==> src/design/riscv_consts.svh <==
`ifndef RISCV_CONSTS_SVH
`define RISCV_CONSTS_SVH

// ----------------------------------------
// rv32i major opcodes, instr[6:0]
// ----------------------------------------
`define RV32I_OPCODE_LUI        7'b0110111
`define RV32I_OPCODE_AUIPC      7'b0010111
`define RV32I_OPCODE_JAL        7'b1101111
`define RV32I_OPCODE_JALR       7'b1100111
`define RV32I_OPCODE_LOAD       7'b0000011
`define RV32I_OPCODE_ARITH_IMM  7'b0010011
`define RV32I_OPCODE_BRANCH     7'b1100011
`define RV32I_OPCODE_STORE      7'b0100011
// shared by rv32i reg-reg ops and rv32m
`define RV32I_OPCODE_ARITH_REG  7'b0110011

// ----------------------------------------
// one-hot instruction class, bit per opcode
// ----------------------------------------
`define ENCODING_NONE       9'b000000000
`define ENCODING_LUI        9'b000000001
`define ENCODING_AUIPC      9'b000000010
`define ENCODING_JAL        9'b000000100
`define ENCODING_JALR       9'b000001000
`define ENCODING_LOAD       9'b000010000
`define ENCODING_ARITH_IMM  9'b000100000
`define ENCODING_BRANCH     9'b001000000
`define ENCODING_STORE      9'b010000000
`define ENCODING_ARITH_REG  9'b100000000

// queue entries, also upstream credits after reset
`define FETCH_Q_DEPTH  4
// downstream buffer depth seen by the issue register
`define ISSUE_CREDITS  2

`endif

==> src/design/riscv_pkg.sv <==
package riscv_pkg;

	// ----------------------------------------
	// raw fetched word
	// ----------------------------------------
	typedef logic [31:0] instr_t;

	// ----------------------------------------
	// decoded bundle fields
	// ----------------------------------------
	// one-hot class, all zero for unknown opcodes
	typedef logic [8:0] encoding_t;

	// instr[31:25], only meaningful for reg-reg ops
	typedef logic [6:0] func7_t;

	// instr[14:12]
	typedef logic [2:0] func3_t;

	// rs1, rs2 and rd indices
	typedef logic [4:0] reg_idx_t;

	// immediate after sign extension
	typedef logic [31:0] imm_t;

endpackage

==> src/design/decode_if.sv <==
interface decode_if import riscv_pkg::*; ();

	// one decoded instruction
	encoding_t encoding;
	func7_t    func7;
	func3_t    func3;
	reg_idx_t  fsrc2;
	reg_idx_t  fsrc1;
	reg_idx_t  fdest;
	imm_t      imm32;
	// unknown opcode
	logic      exception;

	// ----------------------------------------
	// decoder side
	// ----------------------------------------
	modport producer (
		output encoding, func7, func3, fsrc2, fsrc1, fdest, imm32, exception
	);

	// issue register side
	modport consumer (
		input encoding, func7, func3, fsrc2, fsrc1, fdest, imm32, exception
	);

endinterface

==> src/design/stage1_instruction_decode.sv <==
`include "riscv_consts.svh"

module stage1_instruction_decode import riscv_pkg::*; (
	input  instr_t instr_i,
	decode_if.producer dec
);

	// major opcode field
	logic [6:0] opcode;

	assign opcode = instr_i[6:0];

	always_comb begin
		// ----------------------------------------
		// defaults, unused fields stay zero
		// ----------------------------------------
		dec.encoding  = `ENCODING_NONE;
		dec.func7     = '0;
		dec.func3     = '0;
		dec.fsrc2     = '0;
		dec.fsrc1     = '0;
		dec.fdest     = '0;
		dec.imm32     = '0;
		dec.exception = 1'b0;

		case (opcode)
			// u-type, upper 20 bits
			`RV32I_OPCODE_LUI: begin
				dec.encoding = `ENCODING_LUI;
				dec.fdest    = instr_i[11:7];
				dec.imm32    = {instr_i[31:12], 12'h000};
			end
			`RV32I_OPCODE_AUIPC: begin
				dec.encoding = `ENCODING_AUIPC;
				dec.fdest    = instr_i[11:7];
				dec.imm32    = {instr_i[31:12], 12'h000};
			end
			// j-type, scrambled offset with bit 0 forced low
			`RV32I_OPCODE_JAL: begin
				dec.encoding = `ENCODING_JAL;
				dec.fdest    = instr_i[11:7];
				dec.imm32    = {{12{instr_i[31]}}, instr_i[19:12], instr_i[20],
					instr_i[30:21], 1'b0};
			end
			// i-type group
			`RV32I_OPCODE_JALR: begin
				dec.encoding = `ENCODING_JALR;
				dec.fsrc1    = instr_i[19:15];
				dec.fdest    = instr_i[11:7];
				dec.imm32    = {{20{instr_i[31]}}, instr_i[31:20]};
			end
			`RV32I_OPCODE_LOAD: begin
				dec.encoding = `ENCODING_LOAD;
				dec.fsrc1    = instr_i[19:15];
				dec.func3    = instr_i[14:12];
				dec.fdest    = instr_i[11:7];
				dec.imm32    = {{20{instr_i[31]}}, instr_i[31:20]};
			end
			`RV32I_OPCODE_ARITH_IMM: begin
				dec.encoding = `ENCODING_ARITH_IMM;
				dec.fsrc1    = instr_i[19:15];
				dec.func3    = instr_i[14:12];
				dec.fdest    = instr_i[11:7];
				dec.imm32    = {{20{instr_i[31]}}, instr_i[31:20]};
			end
			// b-type, no rd, offset in two pieces
			`RV32I_OPCODE_BRANCH: begin
				dec.encoding = `ENCODING_BRANCH;
				dec.fsrc2    = instr_i[24:20];
				dec.fsrc1    = instr_i[19:15];
				dec.func3    = instr_i[14:12];
				dec.imm32    = {{20{instr_i[31]}}, instr_i[7], instr_i[30:25],
					instr_i[11:8], 1'b0};
			end
			// s-type
			`RV32I_OPCODE_STORE: begin
				dec.encoding = `ENCODING_STORE;
				dec.fsrc2    = instr_i[24:20];
				dec.fsrc1    = instr_i[19:15];
				dec.func3    = instr_i[14:12];
				dec.imm32    = {{20{instr_i[31]}}, instr_i[31:25], instr_i[11:7]};
			end
			// r-type, rv32m told apart later by func7
			`RV32I_OPCODE_ARITH_REG: begin
				dec.encoding = `ENCODING_ARITH_REG;
				{dec.func7, dec.fsrc2, dec.fsrc1, dec.func3, dec.fdest} = instr_i[31:7];
			end
			// system, fence, atomics and junk
			default: begin
				dec.exception = 1'b1;
			end
		endcase
	end

endmodule

==> src/design/instr_fetch_queue.sv <==
`include "riscv_consts.svh"

module instr_fetch_queue import riscv_pkg::*; #(
	parameter int DEPTH = `FETCH_Q_DEPTH
) (
	input  logic   clk_i,
	input  logic   rst_n_i,
	input  logic   push_i,
	input  instr_t instr_i,
	input  logic   pop_i,
	output instr_t head_o,
	output logic   not_empty_o,
	output logic   credit_o
);

	localparam int PTR_W = (DEPTH > 1) ? $clog2(DEPTH) : 1;
	localparam int CNT_W = $clog2(DEPTH + 1);

	instr_t           mem [DEPTH];
	logic [PTR_W-1:0] rd_ptr;
	logic [PTR_W-1:0] wr_ptr;
	logic [CNT_W-1:0] count;
	logic             full;
	logic             push_ok;
	logic             pop_ok;

	// ----------------------------------------
	// status and qualified strobes
	// ----------------------------------------
	assign full        = (count == CNT_W'(DEPTH));
	assign not_empty_o = (count != '0);
	assign pop_ok      = pop_i && not_empty_o;
	// full push only lands if a slot frees on the same edge
	assign push_ok     = push_i && (!full || pop_ok);
	assign head_o      = mem[rd_ptr];

	// storage, no reset needed
	always_ff @(posedge clk_i) begin
		if (push_ok)
			mem[wr_ptr] <= instr_i;
	end

	// ----------------------------------------
	// pointers, occupancy, credit pulse
	// ----------------------------------------
	always_ff @(posedge clk_i or negedge rst_n_i) begin
		if (!rst_n_i) begin
			rd_ptr   <= '0;
			wr_ptr   <= '0;
			count    <= '0;
			credit_o <= 1'b0;
		end else begin
			if (push_ok)
				wr_ptr <= (wr_ptr == PTR_W'(DEPTH - 1)) ? '0 : wr_ptr + 1'b1;
			if (pop_ok)
				rd_ptr <= (rd_ptr == PTR_W'(DEPTH - 1)) ? '0 : rd_ptr + 1'b1;
			case ({push_ok, pop_ok})
				2'b10:   count <= count + 1'b1;
				2'b01:   count <= count - 1'b1;
				default: count <= count;
			endcase
			// one credit back upstream per freed slot
			credit_o <= pop_ok;
		end
	end

endmodule

==> src/design/decode_issue_reg.sv <==
`include "riscv_consts.svh"

module decode_issue_reg import riscv_pkg::*; (
	input  logic      clk_i,
	input  logic      rst_n_i,
	input  logic      not_empty_i,
	output logic      pop_o,
	decode_if.consumer dec,
	input  logic      credit_i,
	output logic      valid_o,
	output encoding_t encoding_o,
	output func7_t    func7_o,
	output func3_t    func3_o,
	output reg_idx_t  fsrc2_o,
	output reg_idx_t  fsrc1_o,
	output reg_idx_t  fdest_o,
	output imm_t      imm32_o,
	output logic      exception_o
);

	localparam int CNT_W = $clog2(`ISSUE_CREDITS + 1);

	// free slots left in the downstream buffer
	logic [CNT_W-1:0] credit_cnt;

	// ----------------------------------------
	// issue decision
	// ----------------------------------------
	// head present and downstream has room
	assign pop_o = not_empty_i && (credit_cnt != '0);

	always_ff @(posedge clk_i or negedge rst_n_i) begin
		if (!rst_n_i) begin
			credit_cnt <= CNT_W'(`ISSUE_CREDITS);
			valid_o    <= 1'b0;
		end else begin
			// spend and refund can land together
			credit_cnt <= credit_cnt + CNT_W'(credit_i) - CNT_W'(pop_o);
			// one cycle per issued bundle
			valid_o    <= pop_o;
		end
	end

	// ----------------------------------------
	// bundle capture, payload only
	// ----------------------------------------
	always_ff @(posedge clk_i) begin
		if (pop_o) begin
			encoding_o  <= dec.encoding;
			func7_o     <= dec.func7;
			func3_o     <= dec.func3;
			fsrc2_o     <= dec.fsrc2;
			fsrc1_o     <= dec.fsrc1;
			fdest_o     <= dec.fdest;
			imm32_o     <= dec.imm32;
			exception_o <= dec.exception;
		end
	end

endmodule

==> src/design/decode_frontend_top.sv <==
module decode_frontend_top import riscv_pkg::*; (
	input  logic      clk_i,
	input  logic      rst_n_i,
	// upstream, credit based
	input  logic      instr_valid_i,
	input  instr_t    instr_i,
	output logic      instr_credit_o,
	// downstream, credit based
	output logic      dec_valid_o,
	output encoding_t dec_encoding_o,
	output func7_t    dec_func7_o,
	output func3_t    dec_func3_o,
	output reg_idx_t  dec_fsrc2_o,
	output reg_idx_t  dec_fsrc1_o,
	output reg_idx_t  dec_fdest_o,
	output imm_t      dec_imm32_o,
	output logic      dec_exception_o,
	input  logic      dec_credit_i
);

	// ----------------------------------------
	// queue to decode and issue
	// ----------------------------------------
	instr_t head;
	logic   not_empty;
	logic   pop;

	decode_if dec_bus ();

	instr_fetch_queue u_queue (
		.clk_i       (clk_i),
		.rst_n_i     (rst_n_i),
		.push_i      (instr_valid_i),
		.instr_i     (instr_i),
		.pop_i       (pop),
		.head_o      (head),
		.not_empty_o (not_empty),
		.credit_o    (instr_credit_o)
	);

	// decodes the head word in place
	stage1_instruction_decode u_decode (
		.instr_i (head),
		.dec     (dec_bus)
	);

	decode_issue_reg u_issue (
		.clk_i       (clk_i),
		.rst_n_i     (rst_n_i),
		.not_empty_i (not_empty),
		.pop_o       (pop),
		.dec         (dec_bus),
		.credit_i    (dec_credit_i),
		.valid_o     (dec_valid_o),
		.encoding_o  (dec_encoding_o),
		.func7_o     (dec_func7_o),
		.func3_o     (dec_func3_o),
		.fsrc2_o     (dec_fsrc2_o),
		.fsrc1_o     (dec_fsrc1_o),
		.fdest_o     (dec_fdest_o),
		.imm32_o     (dec_imm32_o),
		.exception_o (dec_exception_o)
	);

endmodule

==> config.mk <==
export PLATFORM = sky130hd
export DESIGN_NAME = decode_frontend_top
export DESIGN_NICKNAME = d
export VERILOG_FILES = /design/src/design/riscv_pkg.sv /design/src/design/decode_if.sv /design/src/design/stage1_instruction_decode.sv /design/src/design/instr_fetch_queue.sv /design/src/design/decode_issue_reg.sv /design/src/design/decode_frontend_top.sv
export VERILOG_INCLUDE_DIRS = /design/src /design/src/design
export SDC_FILE = /design/constraint.sdc
export NUM_CORES = 1
export LEC_CHECK = 0
export ABC_AREA = 1
export BUFFER_PORTS_ARGS = -buffer_cell sky130_fd_sc_hd__buf_2
export CORE_UTILIZATION = 35
export CTS_BUF_LIST = sky130_fd_sc_hd__clkbuf_8
export CTS_CLUSTER_DIAMETER = 40
export CTS_CLUSTER_SIZE = 14
export DETAILED_ROUTE_END_ITERATION = 8
export GPL_TIMING_DRIVEN = 0
export SYNTH_ARGS = -nofsm -noshare
export SYNTH_HDL_FRONTEND = slang
export SYNTH_SLANG_ARGS = --single-unit
==> constraint.sdc <==
create_clock -name clk_i -period 6.8 [get_ports clk_i]
set_input_delay 0.34 -clock clk_i [delete_from_list [all_inputs] [get_ports clk_i]]
set_output_delay 0.34 -clock clk_i [all_outputs]
set_load 0.05 [all_outputs]
Yosys cells after proc, flatten, opt, wreduce, memory -nomap -nowiden
Memories as Yosys holds them, arrays and structs flattened.
Cells that the tools add are included.
{ "classes": {"n_reduce_logical": 15, "eq_ne": 14, "muxes": 8, "n_addsub": 6} }
{ "op_table": {"columns": ["operator", "n"], "rows": [
  ["32-bit case mux with 5 select lines", 1],
  ["9-bit case mux with 9 select lines", 1],
  ["7-bit by 6-bit == test with 1-bit output, second input constant", 3],
  ["7-bit == test, second input constant", 3],
  ["7-bit by 5-bit == test with 1-bit output, second input constant", 2],
  ["9-bit OR reduction", 1],
  ["7-bit by 2-bit == test with 1-bit output, second input constant", 1],
  ["7-bit OR reduction", 1],
  ["2-bit == test, second input constant", 3],
  ["3-bit case mux with 2 select lines", 1],
  ["3-bit OR reduction", 2],
  ["6-bit OR reduction", 1],
  ["5-bit OR reduction", 1],
  ["2-bit by 1-bit adder with 2-bit output, second input constant", 2],
  ["2-bit 2-to-1 mux", 2],
  ["2-bit nonzero test", 2],
  ["3-bit by 1-bit adder with 3-bit output, second input constant", 1],
  ["3-bit == test, second input constant", 1],
  ["1-bit logical AND", 3],
  ["1-bit 2-to-1 mux", 3],
  ["3-bit nonzero test", 1],
  ["3-bit by 1-bit subtractor with 3-bit output, second input constant", 1],
  ["2-bit by 1-bit adder with 2-bit output", 1],
  ["2-bit by 1-bit == test with 1-bit output, second input constant", 1],
  ["4 further kinds", 4]
]} }
{ "word_totals": {"n_memories": 1, "ff_bits": 78, "out_inout_bits": 69, "ramBits": 128} }
{ "memory_table": {"columns": ["name", "words", "word_bits", "read_ports", "rd_clocked_by_memory_dff", "write_ports", "line_no", "text"], "rows": [
  ["u_queue.mem", 4, 32, 1, 0, 1, "instr_fetch_queue.sv:19", "instr_t mem [DEPTH];"]
]} }

Logic depth before layout (Yosys ltp)
{ "depth": {"word_depth": 7, "mapped_depth": 12, "depth_no_buf": 11} }

Cells and area by module
From an unflattened synthesis, not the netlist that was laid out.
{ "hier_totals": {"cells_unflattened": 644, "hier_area_um2": 8376.8} }
{ "modules_own_cells": {"columns": ["module", "n_inst", "cells_per_inst", "area_per_inst_um2", "seq_area_each_um2"], "rows": [
  ["instr_fetch_queue", 1, 369, 5261.3, 4043.9],
  ["decode_issue_reg", 1, 84, 2165.8, 2088.3],
  ["stage1_instruction_decode", 1, 191, 949.7, 0.0]
]} }

Least setup slack after synthesis
No wires, ideal clock.
{ "synth_timing": {"kind": "register to register", "startpoint": "reg u_issue.credit_cnt[1]", "endpoint": "reg u_queue.count[2]", "required_ps": 6676, "path_buffers": 0, "path_stages_with_launch": 9, "path_slack_ps": 3535, "arrival_time_ps": 3141, "path_cell_list": "dfstp_2 -> o22ai_1 -> inv_1 -> ha_1 -> inv_1 -> fa_1 -> a21oi_1 -> o21ai_0 -> xnor2_1"} }
{ "synth_between": {"elab_chain_len": 7, "word_cells_on_any_way": 9} }
{ "synth_lines": {"columns": ["item", "line_no", "text"], "rows": [
  ["start: declaration", "decode_issue_reg.sv:24", "logic [CNT_W-1:0] credit_cnt;"],
  ["start signal: assignment", "decode_issue_reg.sv:34", "credit_cnt <= CNT_W'(`ISSUE_CREDITS);"],
  ["start signal: assignment", "decode_issue_reg.sv:38", "credit_cnt <= credit_cnt + CNT_W'(credit_i) - CNT_W'(pop_o);"],
  ["2-bit nonzero test (*)", "decode_issue_reg.sv:30", "assign pop_o = not_empty_i && (credit_cnt != '0);"],
  ["1-bit logical AND (*)", "decode_issue_reg.sv:30", null],
  ["net pop", "decode_frontend_top.sv:26", "logic pop;"],
  ["1-bit logical AND (*)", "instr_fetch_queue.sv:32", "assign pop_ok = pop_i && not_empty_o;"],
  ["1-bit logical OR", "instr_fetch_queue.sv:34", "assign push_ok = push_i && (!full || pop_ok);"],
  ["1-bit logical AND", "instr_fetch_queue.sv:34", null],
  ["2-bit by 1-bit == test with 1-bit output or 2-bit == test (tied branches)", "instr_fetch_queue.sv:57", "case ({push_ok, pop_ok})"],
  ["3-bit case mux with 2 select lines or 2-bit nonzero test (tied branches)", null, null],
  ["end signal: assignment", "instr_fetch_queue.sv:58", "2'b10: count <= count + 1'b1;"],
  ["end signal: assignment", "instr_fetch_queue.sv:59", "2'b01: count <= count - 1'b1;"],
  ["end signal: assignment", "instr_fetch_queue.sv:60", "default: count <= count;"],
  ["end: declaration", "instr_fetch_queue.sv:22", "logic [CNT_W-1:0] count;"]
]} }
The timed path passes the listed nets; every way through them passes the cells marked *.
A chain may end at the register's enable or synchronous reset.

Worst setup path after layout
Same ends and word-level chain as after synthesis.

==> results.sh <==
export IMPL_skew_ps=13.6
export IMPL_die_area_um2=24000
export IMPL_yosys_cell_types_count=29
export IMPL_insertion_delay_ps=540
export IMPL_rsz0062_at_grt="no"
export IMPL_routabilityCongestion=0.739
export IMPL_clockBufferDepth=3
export IMPL_synth_fa_ha_area_frac=0.0147
export IMPL_ys_ff_latch=205
export IMPL_critPathLaunchType="flop"
export IMPL_drc=0
export IMPL_synth_compound_area_frac=0.0545
export IMPL_cts_sinks=205
export IMPL_synth_area_um2=8170
export IMPL_slew_violations=0
export IMPL_rows=55
export IMPL_tns_ps=0
export IMPL_cts_tree="done"
export IMPL_hp_class="input pin to flop"
export IMPL_synth_nets=670
export IMPL_arrival_ps=2990
export IMPL_place_inst=1046
export IMPL_critPathMaxStageDelay_ps=610
export IMPL_htreeDepth=1
export IMPL_initial_core_util=0.359
export IMPL_cts_setup_buffers=0
export IMPL_slowest_stage="inv_4"
export IMPL_ioPinCount=105
export IMPL_synth_top_family_by_area="simple AND/OR/NAND/NOR gates"
export IMPL_postRouteAntennaNets=0
export IMPL_cp_end_kind="flop"
export IMPL_firstDrtPassIters=4
export IMPL_drv_cap=0
export IMPL_vias=5052
export IMPL_fp_dieH_um=155
export IMPL_grt_overflow_total=0
export IMPL_p_leak_nw=4.20
export IMPL_grt_pass1_vias=5162
export IMPL_synthMuxAreaShare=0
export IMPL_setup_viol=0
export IMPL_multi_input_area_um2=1750
export IMPL_syn_area_per_cell_um2=13.1
export IMPL_numPortBuffers=104
export IMPL_vias_per_cell=4.47
export IMPL_fin_nets=839
export IMPL_max_slew_margin=0.376
export IMPL_seq_area_um2=6110
export IMPL_cts_root_buf="clkbuf_8"
export IMPL_ys_seq_area_frac=0.748
export IMPL_synthXorXnorAreaFrac=0.00429
export IMPL_numCtsBuffers=27
export IMPL_grtUsageTotal=0.148
export IMPL_period_needed_ps=2570
export IMPL_clkTransAtPathRegs_ps=70
export IMPL_fin_crit_sh=0.377
export IMPL_irDropWorstVdd_uv=537
export IMPL_crit_type="flop to flop"
export IMPL_grt_max_degree=75
export IMPL_status="finished clean"
export IMPL_drive_gt1_frac=0.251
export IMPL_area_delta_synth_final_pct=24.0
export IMPL_synth_simple_area_share=0.136
export IMPL_critical_path_top_delay_family="buffers and inverters"
export IMPL_cts_resized=0
export IMPL_netlist_instances=625
export IMPL_path_buf_inv=2
export IMPL_hold_viol=0
export IMPL_cp_required_ps=7220
export IMPL_fillers=2090
export IMPL_antenna_found_initial=2
export IMPL_routed_wl_mm=17.3
export IMPL_tightest_slew_ps=936
export IMPL_powerDensity_nw_per_um2=506
export IMPL_wl_per_cell_um=15.3
export IMPL_layoutNonFillerInstCount=1129
export IMPL_clock_fmax_mhz=390
export IMPL_r2r_setup_slack_ps=4230
export IMPL_hold_ws_ps=28.4
export IMPL_grt_pass1_wl_mm=27.4
export IMPL_drtIter0Drc=337
export IMPL_hpwl_mm=11.5
export IMPL_core_area_um2=22800
export IMPL_crit_fanout=74
export IMPL_yosys_warnings=0
export IMPL_die_x_um=155
export IMPL_path_cells="o22ai_1 > inv_4 > ha_1 > inv_1 > fa_1 > a21oi_1 > o21ai_0 > xnor2_1"
==> sequential cells by signal, summed over array words and instances, names as in the netlist <==
register             count
u_issue.valid_o          1
u_issue.func7_o          7
u_issue.fsrc2_o          5
u_issue.func3_o          3
u_issue.fsrc1_o          5
u_issue.encoding_o       9
u_issue.credit_cnt       2
u_queue.rd_ptr           2
u_issue.fdest_o          5
u_issue.exception_o      1
u_queue.mem            128
u_queue.wr_ptr           2
u_queue.count            3
u_issue.imm32_o         32
==> per-stage QoR <==
step / cell area (um2) / total power [mW] / util / worst slack (ps)
4_1_cts: 10100 / 5.19 / 0.444 / 4110
3_3_place_gp: 9080 / 4.13 / 0.399 / 2790
3_5_place_dp: 9200 / 4.17 / 0.404 / 4140
2_1_floorplan: 8170 / 3.57 / - / 3540
6_report: 10100 / 5.12 / 0.445 / 4230
5_1_grt: 10100 / 5.43 / 0.444 / 4070
==> layout by cell type (no fill, tap or decap), drive strengths merged <==
master / Yosys / layout
inv: 53 / 63
clkinv: 0 / 6
nand3: 21 / 21
nand2: 188 / 188
dfstp: 1 / 1
fa: 1 / 1
xnor2: 4 / 4
buf: 16 / 124
clkbuf: 8 / 35
nand4: 4 / 4
a32oi: 25 / 25
nor3: 2 / 2
edfxtp: 195 / 195
bufinv: 0 / 3
clkinvlp: 0 / 3
nor2: 45 / 45
a21oi: 33 / 33
ha: 8 / 8
dlygate4sd3: 0 / 32
dfrtp: 9 / 9
o21ai: 11 / 11
o22ai: 1 / 1
diode: 0 / 2
==> layer usage <==
| layer | wire length [um] | vias to the layer above | GRT usage |
|---|---|---|---|
| li1 | - | 2526 | - |
| met1 | 7630 | 2368 | 0.189 |
| met2 | 8310 | 133 | 0.252 |
| met3 | 955 | 25 | 0.0303 |
| met4 | 362 | 0 | 0.0486 |
| met5 | 0 | - | 0 |
==> kinds of logic (layout without fill, tap and decap cells) <==
logic type	Yosys count	count (layout)
adder cells (fa/ha/maj)	9	9
flip-flops	205	205
buffers and inverters	77	266
XOR/XNOR	4	4
other	0	2
AND/OR/NAND/NOR	260	260
AO/OA/AOI/OAI	70	70
==> worst reg2reg max path, cell delays in order (launching register included) <==
cell     delay (ps)
dfstp_2         540
o22ai_1         120
inv_4           610
ha_1            290
inv_1            70
fa_1            380
a21oi_1         160
o21ai_0         130
xnor2_1         150
==> cell usage after synthesis <==
| master | number | share of area |
|---|---|---|
| a21oi_1 | 33 | 0.020 |
| a32oi_1 | 25 | 0.027 |
| buf_2 | 8 | 0.0049 |
| buf_4 | 4 | 0.0037 |
| buf_6 | 4 | 0.0055 |
| clkbuf_1 | 8 | 0.0037 |
| dfrtp_1 | 9 | 0.028 |
| dfstp_2 | 1 | 0.0032 |
| edfxtp_1 | 195 | 0.72 |
| fa_1 | 1 | 0.0025 |
| ha_1 | 8 | 0.012 |
| inv_1 | 47 | 0.022 |
| inv_2 | 5 | 0.0023 |
| inv_4 | 1 | 0.00077 |
| nand2_1 | 179 | 0.082 |
| nand2_2 | 7 | 0.0054 |
| nand2_4 | 2 | 0.0028 |
| nand3_1 | 17 | 0.010 |
| nand3_2 | 4 | 0.0049 |
| nand4_1 | 4 | 0.0031 |
| nor2_1 | 36 | 0.017 |
| nor2_2 | 5 | 0.0038 |
| nor2_4 | 4 | 0.0055 |
| nor3_1 | 1 | 0.00061 |
| nor3_2 | 1 | 0.0012 |
| o21ai_0 | 7 | 0.0043 |
| o21ai_1 | 4 | 0.0025 |
| o22ai_1 | 1 | 0.00077 |
| xnor2_1 | 4 | 0.0043 |
==> report_power, final <==
group / internal (mW) / switching (mW)
combinational: 0.506 / 1.66
clock: 0.512 / 0.492
sequential: 1.86 / 0.0881
==> path summary, 6_finish.rpt <==
kind                                            start                    end  cells after the start
min in group asynchronous                     rst_n_i       u_queue.count[1]                      2
worst max register to register  u_issue.credit_cnt[1]       u_queue.count[2]                      8
worst min register to register       u_queue.count[0]       u_queue.count[0]                      1
worst max-delay path            u_issue.credit_cnt[1]       u_queue.count[2]                      8
worst min-delay path                     dec_credit_i  u_issue.credit_cnt[0]                      2
max in group asynchronous                     rst_n_i  u_issue.credit_cnt[1]                      2
==> layout make-up <==
class                      instances  share of cell area
buffer                            24              0.0143
inverter                          53              0.0201
tap                              313              0.0387
clock buffer                      27              0.0367
clock inverter                    22              0.0225
multi-input combinational        343               0.172
timing repair buffer             140              0.0917
sequential                       205               0.603
antenna                            2            0.000494
==> timing repair <==
action,in CTS,in global routing
hold endpoints to repair,129,0
hold buffers,32,0
setup endpoints to repair,0,0
Power figures use the tool's default switching activity.
